===== src/regPkg.sv =====
/*
  Architectural register definitions for the forwarding unit.
  Word width, register index width and the hardwired zero register.
  Compile this package before pipePkg and before any module.
*/
package regPkg;

   //////////////////////////////////////////////////////////////////////
   // widths
   //////////////////////////////////////////////////////////////////////

   localparam int dataWidth   = 32;           // operand / result word
   localparam int regIdxWidth = 5;            // 32 architectural registers

   // index that always reads as zero, never forwarded
   localparam logic [regIdxWidth-1:0] zeroReg = 5'd31;

   //////////////////////////////////////////////////////////////////////
   // register address and data types
   //////////////////////////////////////////////////////////////////////

   // msb is the valid flag, as on the decode side of the pipe
   typedef struct packed {
      logic                   valid;          // 1 => address in use
      logic [regIdxWidth-1:0] idx;            // register number
   } regAddrT;                                // 6 bits

   typedef logic [dataWidth-1:0] regDataT;    // one word of register data

endpackage

===== src/pipePkg.sv =====
/*
  Pipeline control definitions for the forwarding unit.
  Step/work strobes, in-flight results, instruction class and the
  per-operand source select. Depends on regPkg.
*/
package pipePkg;

   //////////////////////////////////////////////////////////////////////
   // strobes from the pipeline controller
   //////////////////////////////////////////////////////////////////////

   typedef struct packed {
      logic stepExu;       // instruction advances into EXU
      logic stepWb;        // MAU result advances into WB
      logic workExu;       // EXU holds valid work this cycle
      logic workMau;       // MAU holds valid work this cycle
      logic workWb;        // WB holds valid work this cycle
   } pipeCtrlT;            // 5 bits

   //////////////////////////////////////////////////////////////////////
   // result of a stage, with its destination
   //////////////////////////////////////////////////////////////////////

   // cond is 0 only for a conditional move whose condition failed
   typedef struct packed {
      regPkg::regAddrT dest;     // destination, valid bit on top
      regPkg::regDataT data;     // result word
      logic            cond;     // 0 => cmov false, do not use
   } resultT;                    // 39 bits

   // source register pair from decode
   typedef struct packed {
      regPkg::regAddrT regA;     // feeds opd1
      regPkg::regAddrT regB;     // feeds opd2
   } srcPairT;                   // 12 bits

   //////////////////////////////////////////////////////////////////////
   // enums
   //////////////////////////////////////////////////////////////////////

   // class of the instruction entering EXU
   typedef enum logic [1:0] {
      opAlu    = 2'd0,
      opLoad   = 2'd1,     // data only known once MAU has it
      opStore  = 2'd2,
      opBranch = 2'd3
   } opClassT;

   // where an operand is taken from, highest priority first
   typedef enum logic [2:0] {
      takeExu  = 3'd0,
      takeMau  = 3'd1,
      takeWb   = 3'd2,
      takeReg  = 3'd3,
      takeZero = 3'd4      // r31 or invalid address
   } opdSrcT;

endpackage


===== src/fwdUnit.sv =====
/*
  Forwarding register unit, top level.
  Registers the pipe inputs, mirrors EXU/WB state, forwards the newest
  result per operand and asks for a stall on a load-use hazard.
*/
module fwdUnit (
   input  logic               sys_clk,
   input  logic               rstN,          // sync, active low
   input  pipePkg::pipeCtrlT  ctrl,          // from pipeline controller
   input  pipePkg::srcPairT   src,           // from decode
   input  pipePkg::opClassT   opClass,       // from decode
   input  pipePkg::resultT    exuResult,     // from EXU
   input  pipePkg::resultT    mauResult,     // from MAU
   output regPkg::regDataT    opd1,          // to EXU, operand A
   output regPkg::regDataT    opd2,          // to EXU, operand B
   output logic               waitForData    // to controller
);

   // registered inputs
   pipePkg::pipeCtrlT ctrlQ;
   pipePkg::srcPairT  srcQ;
   pipePkg::opClassT  opClassQ;
   pipePkg::resultT   exuQ;
   pipePkg::resultT   mauQ;

   // mirror pipe and register file
   logic              exuIsLoad;
   pipePkg::resultT   wbResult;
   regPkg::regDataT   rdDataA, rdDataB;

   //////////////////////////////////////////////////////////////////////
   // sequential part
   //////////////////////////////////////////////////////////////////////

   inputStage inputStage0 (
      .sys_clk   (sys_clk),
      .rstN      (rstN),
      .ctrl      (ctrl),
      .src       (src),
      .opClass   (opClass),
      .exuResult (exuResult),
      .mauResult (mauResult),
      .ctrlQ     (ctrlQ),
      .srcQ      (srcQ),
      .opClassQ  (opClassQ),
      .exuQ      (exuQ),
      .mauQ      (mauQ)
   );

   stageMirror stageMirror0 (
      .sys_clk   (sys_clk),
      .rstN      (rstN),
      .ctrlQ     (ctrlQ),
      .opClassQ  (opClassQ),
      .mauQ      (mauQ),
      .exuIsLoad (exuIsLoad),
      .wbResult  (wbResult)
   );

   regFile regFile0 (
      .sys_clk   (sys_clk),
      .rstN      (rstN),
      .rdAddrA   (srcQ.regA.idx),            // valid bit handled in forwarding
      .rdAddrB   (srcQ.regB.idx),
      .wbResult  (wbResult),
      .workWb    (ctrlQ.workWb),
      .rdDataA   (rdDataA),
      .rdDataB   (rdDataB)
   );

   //////////////////////////////////////////////////////////////////////
   // combinational part
   //////////////////////////////////////////////////////////////////////

   operandForward operandForward0 (
      .srcQ        (srcQ),
      .exuQ        (exuQ),
      .mauQ        (mauQ),
      .wbResult    (wbResult),
      .exuIsLoad   (exuIsLoad),
      .ctrlQ       (ctrlQ),
      .rdDataA     (rdDataA),
      .rdDataB     (rdDataB),
      .opd1        (opd1),
      .opd2        (opd2),
      .waitForData (waitForData)
   );

endmodule


===== src/regFile.sv =====
/*
  32-word register file of the forwarding unit.
  Two asynchronous read ports, one write port fed from the WB latch.
  Every word is cleared on each clock edge while rstN is low.
*/
module regFile (
   input  logic                              sys_clk,
   input  logic                              rstN,      // sync, active low
   input  logic [regPkg::regIdxWidth-1:0]    rdAddrA,   // index of regA
   input  logic [regPkg::regIdxWidth-1:0]    rdAddrB,   // index of regB
   input  pipePkg::resultT                   wbResult,  // write port source
   input  logic                              workWb,    // WB holds valid work
   output regPkg::regDataT                   rdDataA,
   output regPkg::regDataT                   rdDataB
);

   localparam int numRegs = 2 ** regPkg::regIdxWidth;   // 32 words

   regPkg::regDataT regs [numRegs];          // storage
   logic            wrEn;                    // write this edge

   // cmov false results and invalid dests never reach the file
   assign wrEn = wbResult.dest.valid && wbResult.cond && workWb;

   //////////////////////////////////////////////////////////////////////
   // write port
   //////////////////////////////////////////////////////////////////////

   always_ff @(posedge sys_clk) begin
      if (!rstN) begin
         for (int i = 0; i < numRegs; i++) begin
            regs[i] <= '0;                   // whole file in one edge
         end
      end else if (wrEn) begin
         regs[wbResult.dest.idx] <= wbResult.data;
      end
   end

   //////////////////////////////////////////////////////////////////////
   // read ports
   //////////////////////////////////////////////////////////////////////

   // r31 may hold junk here, the operand mux substitutes zero
   assign rdDataA = regs[rdAddrA];
   assign rdDataB = regs[rdAddrB];

endmodule


===== src/operandForward.sv =====
/*
  Operand selection of the forwarding unit, purely combinational.
  Each source address is compared with the EXU, MAU and WB destinations;
  the newest usable result wins, else the register file word is used.
  Also flags a load-use hazard so the controller can stall EXU.
*/
module operandForward (
   input  pipePkg::srcPairT   srcQ,          // registered source pair
   input  pipePkg::resultT    exuQ,          // EXU result, forward prio 1
   input  pipePkg::resultT    mauQ,          // MAU result, prio 2
   input  pipePkg::resultT    wbResult,      // WB latch, prio 3
   input  logic               exuIsLoad,     // EXU data not yet known
   input  pipePkg::pipeCtrlT  ctrlQ,         // only the work bits used here
   input  regPkg::regDataT    rdDataA,       // register file word for regA
   input  regPkg::regDataT    rdDataB,       // register file word for regB
   output regPkg::regDataT    opd1,
   output regPkg::regDataT    opd2,
   output logic               waitForData    // stall request to controller
);

   pipePkg::opdSrcT selA;                    // chosen source of opd1
   pipePkg::opdSrcT selB;                    // chosen source of opd2
   logic            stallA, stallB;          // per operand load hazard

   //////////////////////////////////////////////////////////////////////
   // helpers
   //////////////////////////////////////////////////////////////////////

   // address can be forwarded or read at all
   function automatic logic usable(input regPkg::regAddrT addr);
      return addr.valid && (addr.idx != regPkg::zeroReg);
   endfunction

   // whole address compare with the valid bit included
   function automatic logic destHit(input regPkg::regAddrT addr,
                                    input regPkg::regAddrT dest);
      return addr == dest;
   endfunction

   // priority pick of EXU over MAU over WB over the file
   function automatic pipePkg::opdSrcT pickSrc(input regPkg::regAddrT addr);
      pipePkg::opdSrcT sel;
      if (!usable(addr)) begin
         sel = pipePkg::takeZero;            // r31 or no address
      end else if (destHit(addr, exuQ.dest) && ctrlQ.workExu &&
                   exuQ.cond && !exuIsLoad) begin
         sel = pipePkg::takeExu;             // load data is not here yet
      end else if (destHit(addr, mauQ.dest) && ctrlQ.workMau && mauQ.cond) begin
         sel = pipePkg::takeMau;
      end else if (destHit(addr, wbResult.dest) && ctrlQ.workWb &&
                   wbResult.cond) begin
         sel = pipePkg::takeWb;              // covers the same-cycle write
      end else begin
         sel = pipePkg::takeReg;
      end
      return sel;
   endfunction

   // operand mux
   function automatic regPkg::regDataT muxOpd(input pipePkg::opdSrcT sel,
                                              input regPkg::regDataT rdData);
      regPkg::regDataT opd;
      case (sel)
         pipePkg::takeExu: opd = exuQ.data;
         pipePkg::takeMau: opd = mauQ.data;
         pipePkg::takeWb:  opd = wbResult.data;
         pipePkg::takeReg: opd = rdData;
         default:          opd = '0;         // takeZero
      endcase
      return opd;
   endfunction

   //////////////////////////////////////////////////////////////////////
   // source select and operand muxes
   //////////////////////////////////////////////////////////////////////

   always_comb begin
      selA = pickSrc(srcQ.regA);
      selB = pickSrc(srcQ.regB);
      opd1 = muxOpd(selA, rdDataA);
      opd2 = muxOpd(selB, rdDataB);
   end

   //////////////////////////////////////////////////////////////////////
   // load-use hazard
   //////////////////////////////////////////////////////////////////////

   // a load result is awaited whatever its cond bit
   assign stallA = usable(srcQ.regA) && destHit(srcQ.regA, exuQ.dest) &&
                   ctrlQ.workExu && exuIsLoad;
   assign stallB = usable(srcQ.regB) && destHit(srcQ.regB, exuQ.dest) &&
                   ctrlQ.workExu && exuIsLoad;

   assign waitForData = stallA || stallB;    // controller holds EXU

endmodule


===== src/stageMirror.sv =====
/*
  Small mirror of the processor pipe kept inside the forwarding unit.
  Holds the load flag of the EXU instruction and the write-back latch.
*/
module stageMirror (
   input  logic               sys_clk,
   input  logic               rstN,          // sync, active low
   input  pipePkg::pipeCtrlT  ctrlQ,         // registered steps
   input  pipePkg::opClassT   opClassQ,      // registered inst class
   input  pipePkg::resultT    mauQ,          // registered MAU result
   output logic               exuIsLoad,     // EXU inst is a load
   output pipePkg::resultT    wbResult       // result sitting in WB
);

   logic isLoad;                             // class decode for the mirror

   assign isLoad = (opClassQ == pipePkg::opLoad);

   //////////////////////////////////////////////////////////////////////
   // EXU stage
   //////////////////////////////////////////////////////////////////////

   // data of a load is not in EXU, only MAU will have it
   always_ff @(posedge sys_clk) begin
      if (!rstN) begin
         exuIsLoad <= 1'b0;
      end else if (ctrlQ.stepExu) begin
         exuIsLoad <= isLoad;                // held while EXU stalls
      end
   end

   //////////////////////////////////////////////////////////////////////
   // WB stage
   //////////////////////////////////////////////////////////////////////

   // MAU output moves into WB, cond travels with it
   always_ff @(posedge sys_clk) begin
      if (!rstN) begin
         wbResult <= '0;                     // dest invalid, no write
      end else if (ctrlQ.stepWb) begin
         wbResult <= mauQ;
      end
   end

endmodule


===== src/inputStage.sv =====
/*
  Input register of the forwarding unit.
  Every port is sampled once per sys_clk so the compare and mux logic
  sees stable values for a whole cycle.
*/
module inputStage (
   input  logic               sys_clk,
   input  logic               rstN,          // sync, active low
   input  pipePkg::pipeCtrlT  ctrl,          // steps and works from controller
   input  pipePkg::srcPairT   src,           // source addresses from decode
   input  pipePkg::opClassT   opClass,       // class of inst entering EXU
   input  pipePkg::resultT    exuResult,     // EXU dest, data, cond
   input  pipePkg::resultT    mauResult,     // MAU dest, data, cond
   output pipePkg::pipeCtrlT  ctrlQ,
   output pipePkg::srcPairT   srcQ,
   output pipePkg::opClassT   opClassQ,
   output pipePkg::resultT    exuQ,
   output pipePkg::resultT    mauQ
);

   //////////////////////////////////////////////////////////////////////
   // control side
   //////////////////////////////////////////////////////////////////////

   // strobes and addresses, cleared so no work looks active after reset
   always_ff @(posedge sys_clk) begin
      if (!rstN) begin
         ctrlQ    <= '0;                     // no step, no work
         srcQ     <= '0;                     // both sources invalid
         opClassQ <= pipePkg::opAlu;         // never a load out of reset
      end else begin
         ctrlQ    <= ctrl;
         srcQ     <= src;
         opClassQ <= opClass;
      end
   end

   //////////////////////////////////////////////////////////////////////
   // result side
   //////////////////////////////////////////////////////////////////////

   // stage results used for forwarding and for the WB latch
   always_ff @(posedge sys_clk) begin
      if (!rstN) begin
         exuQ <= '0;                         // dest invalid, cond 0
         mauQ <= '0;
      end else begin
         exuQ <= exuResult;
         mauQ <= mauResult;
      end
   end

endmodule


===== config.mk =====
export PLATFORM = sky130hd
export DESIGN_NAME = fwdUnit
export DESIGN_NICKNAME = d
export VERILOG_FILES = /design/src/regPkg.sv /design/src/pipePkg.sv /design/src/fwdUnit.sv /design/src/regFile.sv /design/src/operandForward.sv /design/src/stageMirror.sv /design/src/inputStage.sv
export SDC_FILE = /design/constraint.sdc
export NUM_CORES = 2
export LEC_CHECK = 0
export BUFFER_PORTS_ARGS = -buffer_cell sky130_fd_sc_hd__buf_4
export CAP_MARGIN = 20
export CELL_PAD_IN_SITES_DETAIL_PLACEMENT = 0
export CELL_PAD_IN_SITES_GLOBAL_PLACEMENT = 1
export CORE_MARGIN = 1
export CORE_UTILIZATION = 40
export CTS_CLUSTER_SIZE = 10
export DETAILED_ROUTE_END_ITERATION = 12
export PLACE_DENSITY_LB_ADDON = 0.08
export SYNTH_ARGS = -nofsm -noshare
export SYNTH_HDL_FRONTEND = slang
export SYNTH_HIERARCHICAL = 1
export SYNTH_SLANG_ARGS = --single-unit

===== constraint.sdc =====
create_clock -name sys_clk -period 7.4 [get_ports sys_clk]
set_clock_uncertainty 0.1 [all_clocks]
set_input_delay 0.74 -clock sys_clk [delete_from_list [all_inputs] [get_ports sys_clk]]
set_output_delay 0.74 -clock sys_clk [all_outputs]
set_load 0.02 [all_outputs]

# Word level (Yosys, flattened, before mapping)
# Memory sizes are Yosys's and may differ from the RTL's. A register that Yosys moved wholly into a read port is not among the register bits.
# Cells that the tools add are included.
dict set report word_totals {
  out_inout_bits 65
  register_bits 137
  in_bits 99
  mem_bits_ro 0
  n_memories 1
  ramBits 1024
  latchBits 0
}
# name depth word_bits rd rd_clocked_by_memory_dff wr line_no
set memory_table {}
lappend memory_table {regFile0.regs 32 32 2 2 32 regFile.sv:19} ;# regPkg::regDataT regs [numRegs];
dict set report op_classes {
  shift 0
  div 0
  n_eq_ne 15
  multipliers 0
  bitwise_logic 0
  magnitude_cmp 0
  n_reduce_logical 29
  addsub 0
  mux 19
}
# cell n
set op_table {}
lappend op_table {{$pmux W32 S4} 2}
lappend op_table {{$eq A6 B6 Y1} 6}
lappend op_table {{$mux W32} 1}
lappend op_table {{$reduce_or A32 Y1} 1}
lappend op_table {{$logic_and A1 B1 Y1} 24}
lappend op_table {{$mux W3} 6}
lappend op_table {{$mux W5} 3}
lappend op_table {{$eq A3 B2 Y1 const B} 4}
lappend op_table {{$ne A5 B5 Y1 const B} 2}
lappend op_table {{$mux W1} 7}
lappend op_table {{$eq A3 B1 Y1 const B} 2}
lappend op_table {{$logic_not A3 Y1} 2}
lappend op_table {{$eq A2 B1 Y1 const B} 1}
lappend op_table {{$logic_not A1 Y1} 1}
lappend op_table {{$logic_or A1 B1 Y1} 1}

# Depth between registers and ports, before layout
dict set report logic_depth {
  word_depth 9
  ltp_mapped 11
  mapped_depth_nobuf 8
}

# Modules after synthesis
# The synthesis kept the hierarchy.
# module area_each_um2 cells_per_inst n_inst
set by_module_without_submodules {}
lappend by_module_without_submodules {regFile 55992.5 4647 1}
lappend by_module_without_submodules {operandForward 2907.8 439 1}
lappend by_module_without_submodules {inputStage 2623.8 204 1}
lappend by_module_without_submodules {stageMirror 1527.7 130 1}

# Least setup slack after synthesis
# OpenSTA, ideal clock, no wires.
dict set report synth_path {
  path_type {input-to-reg}
  from {input rstN}
  to {memory regFile0/regs[28][0] (netlist name) (enable)}
  arrival_time_ns 3.763
  n_path_buf 2
  slack_ns 3.071
  setup_time_ns 0.466
  stages 5
  path_cell_list {nand4_1 > or3_1 > buf_6 > buf_6 > o21ai_0}
}
# item line_no
set synth_lines {}
lappend synth_lines {{start: declaration} fwdUnit.sv:8} ;# input logic rstN,
lappend synth_lines {{end: declaration} regFile.sv:19}

# Worst setup path after layout
dict set report layout_path {
  from {register inputStage0/srcQ[7] (netlist name)}
  to {output opd1[27]}
}
dict set report layout_via {
  elab_chain_cells 9
  word_cells_on_any_way 21
  classes_between {eq/ne (7); mux (5); reduce/logical (9)}
}
# item line_no
set layout_lines {}
lappend layout_lines {{$eq A6 B6 Y1} operandForward.sv:37} ;# return addr == dest;
lappend layout_lines {{$logic_and A1 B1 Y1 (2 in a row)} operandForward.sv:50} ;# end else if (destHit(addr, wbResult.dest) && ctrlQ.workWb &&
lappend layout_lines {{$mux W1} operandForward.sv:50}
lappend layout_lines {{$mux W3} operandForward.sv:48} ;# end else if (destHit(addr, mauQ.dest) && ctrlQ.workMau && mauQ.cond) begin
lappend layout_lines {{$mux W3} operandForward.sv:45} ;# end else if (destHit(addr, exuQ.dest) && ctrlQ.workExu &&
lappend layout_lines {{$mux W3 (*)} operandForward.sv:43} ;# if (!usable(addr)) begin
lappend layout_lines {{$eq A3 B2 Y1 (tied with other cells)} operandForward.sv:63} ;# case (sel)
lappend layout_lines {{$pmux W32 S4 (*)} operandForward.sv:63}
lappend layout_lines {{end: declaration} fwdUnit.sv:14} ;# output regPkg::regDataT opd1,
# Mark *: on every way between the ends. The rest lies on a longest branch, timed or not.

==> impl_metrics.json <==
{
  "hold_path_depth": 2,
  "cts_root_buffer": "clkbuf_16",
  "ant_nets": 0,
  "crit_required_ps": 6560,
  "min_delay_worst_endpoint": "inputStage0/exuQ[19]",
  "routabilityCongestion": 0.826,
  "vias_per_cell": 6.07,
  "synth_seq_cells": 1161,
  "cts_resized": 0,
  "internal-power_uw": 11700,
  "fmax_mhz": 169,
  "area_delta_synth_final_pct": 12.6,
  "slew_violations": 0,
  "clkTransAtPathRegs_ps": 50,
  "finalCriticalPeriod_ps": 5910,
  "powerDensity_nw_per_um2": 224,
  "cts_tree": "done",
  "syn_nets": 5519,
  "final_nets": 5470,
  "synth_top_area_cell": "edfxtp_1",
  "tightest_slew_ps": 1230,
  "drt-initial-drc-count": 4973,
  "drc": 0,
  "hold_path.class": "input pin to flop",
  "yosys-top-cells-area": "edfxtp_1, mux2i_1, and2_1",
  "power.share.combinational_pct": 11.4,
  "dp.final_hpwl_um": 146000,
  "r2r_slack_ps": 3660,
  "grt_pass1_wl_um": 354000,
  "drv_cap": 0,
  "fin_util_pct": 45.4,
  "grt_max_degree": 114,
  "netSwitchingFraction_pct": 26.2,
  "htreeDepth": 4,
  "synth_top_area_share_pct": 48.8,
  "cp-startpoint": "inputStage0/srcQ[7]",
  "pwr-share-clk_pct": 41.3,
  "setup-violations-final": 0,
  "cts.sinks": 1161,
  "r2r_start": "stageMirror0/wbResult[38]",
  "start_util_pct": 40.3,
  "drt-pass1-iter-count": 5,
  "synth_area_um2": 63100,
  "finalSetupTns_ps": 0,
  "worst_setup_path_end_kind": "primary output",
  "cp.arrival_ps": 5070,
  "peakVddDrop_mv": 0.219,
  "wirelength_um": 258000,
  "synth_edf_count": 1024,
  "yosysMostFrequentCell": "and2_1",
  "avgRoutedWirePerCell_um": 34.3,
  "overflow": 0,
  "core_area_um2": 156000,
  "cts_buffers": 143,
  "finalCritPeriodShare_pct": 79.8,
  "synth_warnings": 6,
  "worst-path-max-fanout": 48,
  "die_y_um": 399,
  "yosys-top-cells-count": "and2_1, mux2i_1, edfxtp_1",
  "fp-row-count": 145,
  "drive_gt1_share_pct": 11.5,
  "synth-async-reset-ratio_pct": 0,
  "ys_seq_area_share_pct": 53.1,
  "pwr-share-seq_pct": 47.3,
  "p_leak_uw": 0.0257,
  "syn_avg_cell_area_um2": 11.6,
  "r2r-end": "regFile0/regs[22][14]",
  "cts_hold_buf": 0,
  "clock_latency_ps": 760,
  "ios": 164,
  "die_area_um2": 159000,
  "start_kind": "flop",
  "io_buffers": 163,
  "p_switching_uw": 4170,
  "vias": 45736,
  "crit_type": "flop to primary output",
  "track_usage_pct": 31.9,
  "hp-start": "exuResult[19]",
  "syn_inst": 5420,
  "die_w_um": 399,
  "reg2reg_depth": 5,
  "ys_types": 51,
  "clockBufferDepth": 3,
  "post_cts_buffers": 0,
  "antenna_found_initial": 26,
  "outcome": "finished, final reports clean",
  "slew-limit-headroom_pct": 17.7,
  "rsz0062_at_grt": "no",
  "synth_flop_cell": "edfxtp_1",
  "grt_pass1_vias": 44870,
  "finalHoldViolCount": 0
}
## placed cells by master, fill, tap and decap left out, types with 4 or more instances in the layout
| master | count |
|---|---|
| and2_1 | 1121 |
| mux2i_1 | 1095 |
| edfxtp_1 | 1024 |
| buf_4 | 295 |
| nand3_1 | 227 |
| nand2_1 | 204 |
| a22oi_1 | 192 |
| a21oi_1 | 192 |
| a22o_1 | 156 |
| clkbuf_16 | 153 |
| dfxtp_1 | 133 |
| nor3_1 | 96 |
| a31oi_1 | 64 |
| clkbuf_1 | 59 |
| nor2b_1 | 39 |
| nor2_1 | 37 |
| nand4_1 | 35 |
| inv_1 | 32 |
| o21ai_4 | 32 |
| o211ai_1 | 30 |
| o211ai_2 | 30 |
| o21ai_0 | 29 |
| buf_12 | 23 |
| nor2_4 | 21 |
| xnor2_1 | 18 |
| xor2_1 | 18 |
| clkinv_1 | 12 |
| buf_16 | 11 |
| nor2_2 | 11 |
| diode_2 | 8 |
| nand3b_1 | 7 |
| inv_6 | 5 |
| clkinv_2 | 4 |
| a211oi_1 | 4 |
| o31ai_1 | 4 |
| nor2b_4 | 4 |
## cell type report
cell class | count | area, um2
flip-flops and latches | 1161 | 33500
well taps | 2058 | 2570
repair buffers | 330 | 2990
clock inverters | 23 | 124
diodes | 8 | 20.0
clock buffers | 215 | 4090
fillers | 14298 | 85400
multi-input cells | 3703 | 27600
inverters | 32 | 120
## power groups by stage
stage	sequential, uW	combinational (uW)	clock [uW]
6_report	7520	1810	6560
5_1_grt	7540	1880	6900
3_5_place_dp	7660	1760	0
2_1_floorplan	7590	1040	0
3_3_place_gp	7650	1750	0
4_1_cts	7520	1760	6660
## metal layers
layer	vias to the layer above	GRT usage [%]	share of wire, %
met2	2100	50.5	45
met1	23572	44.2	43
met5	-	0	0.0050
met4	2	10.4	3.3
met3	411	5.40	7.9
li1	19651	-	-
## registers in the layout, indices dropped and copies added, names as in the netlist
register                cells
inputStage0/exuQ           39
inputStage0/srcQ           12
regFile0/regs            1024
inputStage0/opClassQ        2
inputStage0/mauQ           39
inputStage0/ctrlQ           5
stageMirror0/wbResult      39
stageMirror0/exuIsLoad      1
## critical path, cell delays in order (launching register included)
cell and delay, ps:
dfxtp_4 860, buf_4 620, buf_4 810, mux2i_1 300
a22o_1 160, nor3_1 60, a31oi_1 410, nand3_1 120
o21ai_0 280, o211ai_1 190, a22o_1 240, buf_4 160
## how the worst max path moves through the flow
stage                                 endpoint  slack [ps]
after detailed placement               opd1[0]        2390
after CTS                              opd1[0]        1550
after global placement                 opd1[0]        2330
after global routing                  opd1[27]        1450
after floorplan           regFile0/regs[28][0]        3070
final                                 opd1[27]        1490
## cell families (layout without fill, tap and decap cells)
group | Yosys count | in the layout | synth area share (%)
xor gates and xnor gates | 36 | 36 | 0.500
and+or+nand+nor | 1836 | 1836 | 16.7
DFF | 1161 | 1161 | 53.1
AOI/OAI and AO/OA | 736 | 736 | 8.18
muxes | 1095 | 1095 | 17.4
other | 0 | 8 | 0
buffers and inverters | 556 | 600 | 4.14
## metrics by stage
step | hold WS (ps) | setup WS, ps | cell area (um2) | power, uW | instances
floorplan | 341 | 3070 | 63100 | 8630 | 5420
global placement | 359 | 2330 | 66400 | 9400 | 7271
detailed placement | 371 | 2390 | 66500 | 9420 | 7274
CTS | 31.3 | 1550 | 70700 | 15900 | 7512
global route | 49.5 | 1450 | 71000 | 16300 | 7523
finish | 77.7 | 1490 | 71000 | 15900 | 7530
No activity file was read; power rests on OpenSTA's default activity.
